## config.mk

```make
export PLATFORM = sky130hd
export DESIGN_NAME = cache_ctrl
export DESIGN_NICKNAME = d
export VERILOG_FILES = /design/src/source/mem_sys_pkg.sv /design/src/source/cache_ctrl.sv
export SDC_FILE = /design/constraint.sdc
export NUM_CORES = 1
export LEC_CHECK = 0
export ABC_AREA = 1
export BUFFER_PORTS_ARGS = -buffer_cell sky130_fd_sc_hd__buf_2
export CORE_ASPECT_RATIO = 0.75
export CORE_MARGIN = 2
export CORE_UTILIZATION = 37
export DETAILED_ROUTE_END_ITERATION = 10
export PLACE_DENSITY = 0.73
export REMOVE_ABC_BUFFERS = 1
export SYNTH_ARGS = -nofsm -noshare
export SYNTH_HDL_FRONTEND = slang
export SYNTH_SLANG_ARGS = --single-unit
```

## constraint.sdc

```tcl
create_clock -name clk -period 2.6 [get_ports clk]
set_input_delay 0.65 -clock clk [delete_from_list [all_inputs] [get_ports clk]]
set_output_delay 0.65 -clock clk [all_outputs]
set_load 0.02 [all_outputs]
```

## src/source/mem_sys_pkg.sv

```systemverilog
//~~~~~~~~~~~~~~~~~~~~~~~~~~~~~~~~~~~~~~~~~~~~~~~~~~~~~~~~~~~~~~~~~~~~~
// Shared widths, block geometry and controller states
// Byte address is 16 bits, only even addresses are legal
// Fields are tag 15:11, index 10:3 and word select 2:1
// The word select also picks the memory bank
//~~~~~~~~~~~~~~~~~~~~~~~~~~~~~~~~~~~~~~~~~~~~~~~~~~~~~~~~~~~~~~~~~~~~~

package mem_sys_pkg;

   // Processor side widths
   localparam int addr_w = 16;
   localparam int data_w = 16;

   // Address fields
   localparam int tag_w      = 5;
   localparam int index_w    = 8;
   localparam int word_sel_w = 2;

   // Block and memory geometry
   localparam int block_words = 4;
   localparam int num_banks   = 4;

   // Controller FSM
   typedef enum logic [2:0] {
      idle,
      compare,
      write_back,
      fill_req,
      fill_wait,
      fill_install,
      finish
   } ctrl_state_t;

endpackage

```

## src/source/cache_ctrl.sv

```systemverilog
//~~~~~~~~~~~~~~~~~~~~~~~~~~~~~~~~~~~~~~~~~~~~~~~~~~~~~~~~~~~~~~~~~~~~~
// Cache controller FSM, one request in flight
// rd and wr are one-cycle strobes, looked at only in idle
// Illegal requests (rd with wr, odd address) finish at once with err
// Miss path: optional write-back of a dirty victim, then a 4-word fill
// Every legal request ends as a compare access in finish
//~~~~~~~~~~~~~~~~~~~~~~~~~~~~~~~~~~~~~~~~~~~~~~~~~~~~~~~~~~~~~~~~~~~~~

`timescale 1ns/1ps

module cache_ctrl (
   input  logic                                clk,
   input  logic                                rst,
   // Processor side
   input  logic [mem_sys_pkg::addr_w-1:0]      addr,
   input  logic [mem_sys_pkg::data_w-1:0]      data_in,
   input  logic                                rd,
   input  logic                                wr,
   output logic [mem_sys_pkg::data_w-1:0]      data_out,
   output logic                                done,
   output logic                                stall,
   output logic                                cache_hit,
   output logic                                err,
   // Cache side
   input  logic                                hit,
   input  logic                                dirty,
   input  logic                                valid,
   input  logic [mem_sys_pkg::tag_w-1:0]       tag_out,
   input  logic [mem_sys_pkg::data_w-1:0]      cache_rdata,
   output logic                                enable,
   output logic                                comp,
   output logic                                write,
   output logic [mem_sys_pkg::index_w-1:0]     index,
   output logic [mem_sys_pkg::tag_w-1:0]       tag_in,
   output logic [mem_sys_pkg::word_sel_w-1:0]  word_sel,
   output logic [mem_sys_pkg::data_w-1:0]      cache_wdata,
   output logic                                valid_in,
   // Memory side
   input  logic [mem_sys_pkg::data_w-1:0]      mem_rdata,
   input  logic                                mem_stall,
   output logic [mem_sys_pkg::addr_w-1:0]      mem_addr,
   output logic [mem_sys_pkg::data_w-1:0]      mem_wdata,
   output logic                                mem_rd,
   output logic                                mem_wr
);
   import mem_sys_pkg::*;

   ctrl_state_t state;
   ctrl_state_t state_nx;

   // Latched request
   logic [addr_w-1:0] req_addr;
   logic [data_w-1:0] req_data;
   logic              req_wr;
   logic              req_err;
   logic              was_hit;

   // Word walk for write-back and fill
   logic [word_sel_w-1:0] word_cnt;

   logic                  strobe;
   logic                  illegal;
   logic [tag_w-1:0]      req_tag;
   logic [index_w-1:0]    req_index;
   logic [word_sel_w-1:0] req_word;

   assign strobe  = rd || wr;
   assign illegal = (rd && wr) || addr[0];

   assign req_tag   = req_addr[addr_w-1:addr_w-tag_w];
   assign req_index = req_addr[addr_w-tag_w-1:word_sel_w+1];
   assign req_word  = req_addr[word_sel_w:1];

   always_ff @(posedge clk) begin
      if (rst) begin
         state    <= idle;
         word_cnt <= '0;
         req_wr   <= 1'b0;
         req_err  <= 1'b0;
         was_hit  <= 1'b0;
      end else begin
         state <= state_nx;
         case (state)
            idle: begin
               if (strobe) begin
                  req_wr  <= wr;
                  req_err <= illegal;
                  was_hit <= 1'b0;
               end
            end
            // Hit flag for the finish cycle
            compare: was_hit <= hit;
            write_back: begin
               if (!mem_stall) begin
                  word_cnt <= word_cnt + 1'b1;
               end
            end
            // Wraps back to zero after the last word
            fill_install: word_cnt <= word_cnt + 1'b1;
            default: ;
         endcase
      end
   end

   // Request address and data
   always_ff @(posedge clk) begin
      if ((state == idle) && strobe) begin
         req_addr <= addr;
         req_data <= data_in;
      end
   end

   // Next state
   always_comb begin
      state_nx = state;
      case (state)
         idle: begin
            if (strobe) begin
               state_nx = illegal ? finish : compare;
            end
         end
         compare: begin
            if (hit) begin
               state_nx = finish;
            end else if (valid && dirty) begin
               state_nx = write_back;
            end else begin
               state_nx = fill_req;
            end
         end
         write_back: begin
            if (!mem_stall && (word_cnt == '1)) begin
               state_nx = fill_req;
            end
         end
         fill_req: begin
            if (!mem_stall) begin
               state_nx = fill_wait;
            end
         end
         // Read data arrives here
         fill_wait: state_nx = fill_install;
         fill_install: state_nx = (word_cnt == '1) ? finish : fill_req;
         finish: state_nx = idle;
         default: state_nx = idle;
      endcase
   end

   // Cache and memory controls
   always_comb begin
      enable      = 1'b0;
      comp        = 1'b0;
      write       = 1'b0;
      valid_in    = 1'b0;
      index       = req_index;
      tag_in      = req_tag;
      word_sel    = req_word;
      cache_wdata = req_data;
      mem_addr    = {req_tag, req_index, word_cnt, 1'b0};
      mem_wdata   = cache_rdata;
      mem_rd      = 1'b0;
      mem_wr      = 1'b0;
      case (state)
         compare: begin
            // Lookup only
            enable = 1'b1;
            comp   = 1'b1;
         end
         write_back: begin
            // Victim word goes out at its own tag
            enable   = 1'b1;
            word_sel = word_cnt;
            mem_addr = {tag_out, req_index, word_cnt, 1'b0};
            mem_wr   = 1'b1;
         end
         // Held until the bank is free
         fill_req: mem_rd = 1'b1;
         fill_install: begin
            enable      = 1'b1;
            write       = 1'b1;
            valid_in    = 1'b1;
            word_sel    = word_cnt;
            cache_wdata = mem_rdata;
         end
         finish: begin
            // Replay as a hit, write merges its word
            enable = !req_err;
            comp   = 1'b1;
            write  = req_wr;
         end
         default: ;
      endcase
   end

   // Processor outputs
   assign done      = (state == finish);
   assign err       = (state == finish) && req_err;
   assign cache_hit = (state == finish) && was_hit && !req_err;
   assign stall     = (state != idle) && (state != finish);
   assign data_out  = ((state == finish) && !req_wr && !req_err) ? cache_rdata : '0;

endmodule

```

==> metrics.md <==
| Metric | Value |
|---|---|
| FF-to-FF setup slack | 0.99 ns |
| Delay-heaviest family, CP | flip-flops |
| Slowest CP cell | dfxtp_1 |
| Initial antenna violation count | 0 |
| # IOs | 166 |
| Logic gate share of total power | 51.0% |
| CP Cell Sequence | inv_2 -> nand3_2 -> nand2_1 -> nand2_1 -> nand2_1 -> buf_2 |
| Syn. warnings | 0 |
| Max frequency | 427.8 MHz |
| Clock share of power | 13.0% |
| Post-synth ARST share | 0% |
| Vias per std cell | 4.214 |
| CTS Buf Count | 5 |
| Endpoints failing setup | 0 |
| Critical path fanouts, max | 13 |
| PD cells | 1026 nW/µm² |
| Tcrit/Tclk final | 89.90% |
| Post-place setup slack | 0.5867 ns |
| Global-route wire length before repair | 8507 µm |
| Clk_lat worst skew | 0.28 ns |
| Reg2Reg Depth | 4 |
| Final Max Tran Viols | 0 |
| Highest cell delay on the worst timing path | 0.56 ns |
| Skew final | 0.004605 ns |
| Share of power burned in registers | 36.0% |
| Clk slew on worst S/H paths | 0.08 ns |
| Tmin final | 2.337 ns |
| Initial Util | 38.57% |
| Sequential-to-total area share from yosys stat | 48.31% |
| ANT nets after route | 0 |
| Sw frac | 46.30% |
| Residual DRC | 0 |
| Metal-1 WL | 2355 µm |
| Setup TNS | 0 ns |
| Post_cts resized | 0 |
| NetSw | 1.404 mW |
| Antenna cells | 0 |
| CTS Hold Buffers Added | 0 |
| Remaining Overflow, GRT | 0 |
| Area leader, netlist | edfxtp_1 |
| RSZ-0062 raised after global routing | false |
| Met3 WL | 391 µm |
| Critical R2R Launch | state[0] |
| Maxcap violations | 0 |
| Crit path arrival time | 1.69 ns |
| Final wirelength | 5445 µm |
| Worst Path Required | 1.95 ns |
| Via count | 2,031 |
| CP bufs+invs | 2 |
| Crit path kind | register to output pin |
| CTS tree | built |
| CTS max path bufs | 2 |
| Outcome | completed |
| Dpl cells | 474 |
| Mean Syn Cell Area | 8.242 µm² |
| Total Die Area | 6751 µm² |
| Row cnt | 24 |
| Post-DP HPWL | 4415 µm |
| Power Internal | 1.628 mW |
| Startpoint Class | register |
| NumNets Final | 481 |
| Top sig layer | met4 |
| Share of the synthesized area in the top cell type | 41.22% |
| Die height | 71.66 µm |
| Yosys cell types | 23 |
| Count of state elements after synthesis | 39 |
| Worst setup margin | 0.2625 ns |
| Cell area after synthesis | 2258 µm² |
| Finished Layout Cells | 482 |
| Pre-antenna DRT Iters | 4 |
| Chip width | 94.22 µm |
| Layout cells sized above 1 | 48.51% |
| DR WL met2 | 2661 µm |
| Crit. End Element | output pin |
| Most frequent cells in the layout | buf_2, nand2_1, edfxtp_1 |
| Core area | 5856 µm² |
| Worst Setup EP | word_sel[0] |
| Setup Buffers After CTS | 0 |
| H-tree lvl count | 2 |
| Final hold vios | 0 |
| Largest net degree at the start of global routing | 33 |
| Worst hold path class | register to register |
| Ranking of synthesized cells by area | edfxtp_1, nand2_1, buf_4, dfxtp_1, nor2_1 |
| Worst VDD drop | 0.0005233 V |
| P&R area growth vs syn | 30.86% |
| Clock root cell | clkbuf_8 |
| Port Buf Inserts | 164 |
| GRT Util Overall | 15.73% |
| Setup crit start | state[0] |
| Worst path most repeated cell | nand2_1 |
| Vias in the first global route | 1,902 |
| Worst path depth | 6 |
| Most common cell after layout, fill and taps aside | buf_2 |
| Synthesized instance count | 274 |
| Sink Count | 39 |
| Post-synth EDFFs | 31 |
| Fin area | 2955 µm² |
| Lkg Pwr | 1.671 nW |
| Placer congestion estimate | 0.8638 |
| Avg WL per Cell | 11.30 µm |
| Synth Flop Type | edfxtp_1 |
| Placed cell areas | 2870 µm² |
| Initial drt markers | 67 |
| Worst r2r dst | req_addr[13] |
==> routing by layer <==
layer	track usage [%]	vias to the layer above
li1	-	1067
met1	20.63	889
met2	26.43	70
met3	4.416	5
met4	2.899	0
met5	0	-
==> cell usage after synthesis (2+ instances only) <==
| cell | instances |
|---|---|
| nand3_4 | 3 |
| edfxtp_1 | 31 |
| buf_2 | 2 |
| a21oi_1 | 3 |
| inv_1 | 24 |
| nor2_1 | 25 |
| inv_2 | 5 |
| nand2_1 | 100 |
| nor2_2 | 11 |
| nand3_1 | 10 |
| buf_4 | 41 |
| dfxtp_1 | 8 |
==> cells by family (layout without fill, tap and decap cells) <==
logic type | after synthesis | count (layout) | share of synthesized area [%]
adder cells (fa/ha/maj) | 1 | 1 | 0.5539
AO/OA/AOI/OAI | 7 | 7 | 1.939
flip-flops | 39 | 39 | 48.31
AND/OR/NAND/NOR | 152 | 152 | 29.42
buffers and inverters | 74 | 204 | 19.61
other | 1 | 1 | 0.1660
==> through the flow <==
stage / power [mW] / util (%) / hold slack, ns
3_3_place_gp: 2.643 / 49.02 / 0.4549
4_1_cts: 3.074 / 50.47 / 0.4762
6_report: 3.032 / 50.47 / 0.4685
3_5_place_dp: 2.669 / 49.02 / 0.4633
5_1_grt: 3.262 / 50.47 / 0.5053
2_1_floorplan: 2.081 / - / 0.4334
==> power by group through the flow <==
stage               Sequential (mW)  Clock (mW)  Combinational (mW)
finish                         1.09       0.395                1.55
global route                   1.12       0.439                1.70
CTS                            1.09       0.411                1.57
detailed placement             1.10           0                1.57
global placement               1.09           0                1.55
floorplan                      1.26           0               0.825
==> area by class of cell <==
type	count	area [µm²]
flip-flops and latches	39	1091
well taps	78	97.59
multi-input cells	161	732.0
repair buffers	166	835.8
clock inverters	2	12.51
clock buffers	6	72.57
fillers	601	2900
inverters	30	113.9
==> worst min-delay path by stage <==
| stage | startpoint | to | slack (ns) | cells past startpoint |
|---|---|---|---|---|
| 2_1_floorplan | req_wr | req_wr | 0.43 | 2 |
| 3_3_place_gp | req_wr | req_wr | 0.45 | 2 |
| 3_5_place_dp | req_wr | req_wr | 0.46 | 2 |
| 4_1_cts | req_wr | req_wr | 0.48 | 2 |
| 5_1_grt | req_wr | req_wr | 0.51 | 2 |
| 6_report | req_wr | req_wr | 0.47 | 2 |
==> flip-flops by register name, summed over array words and instances, names as in the netlist <==
signal / cells
word_cnt: 2
state: 3
req_addr: 15
req_wr: 1
req_data: 16
req_err: 1
was_hit: 1
==> worst min-delay path, stage by stage (launching register included) <==
cell	delay [ns]
dfxtp_1	0.32
nand2_1	0.06
a21oi_1	0.05
No activity file was read; power rests on OpenSTA's default activity.
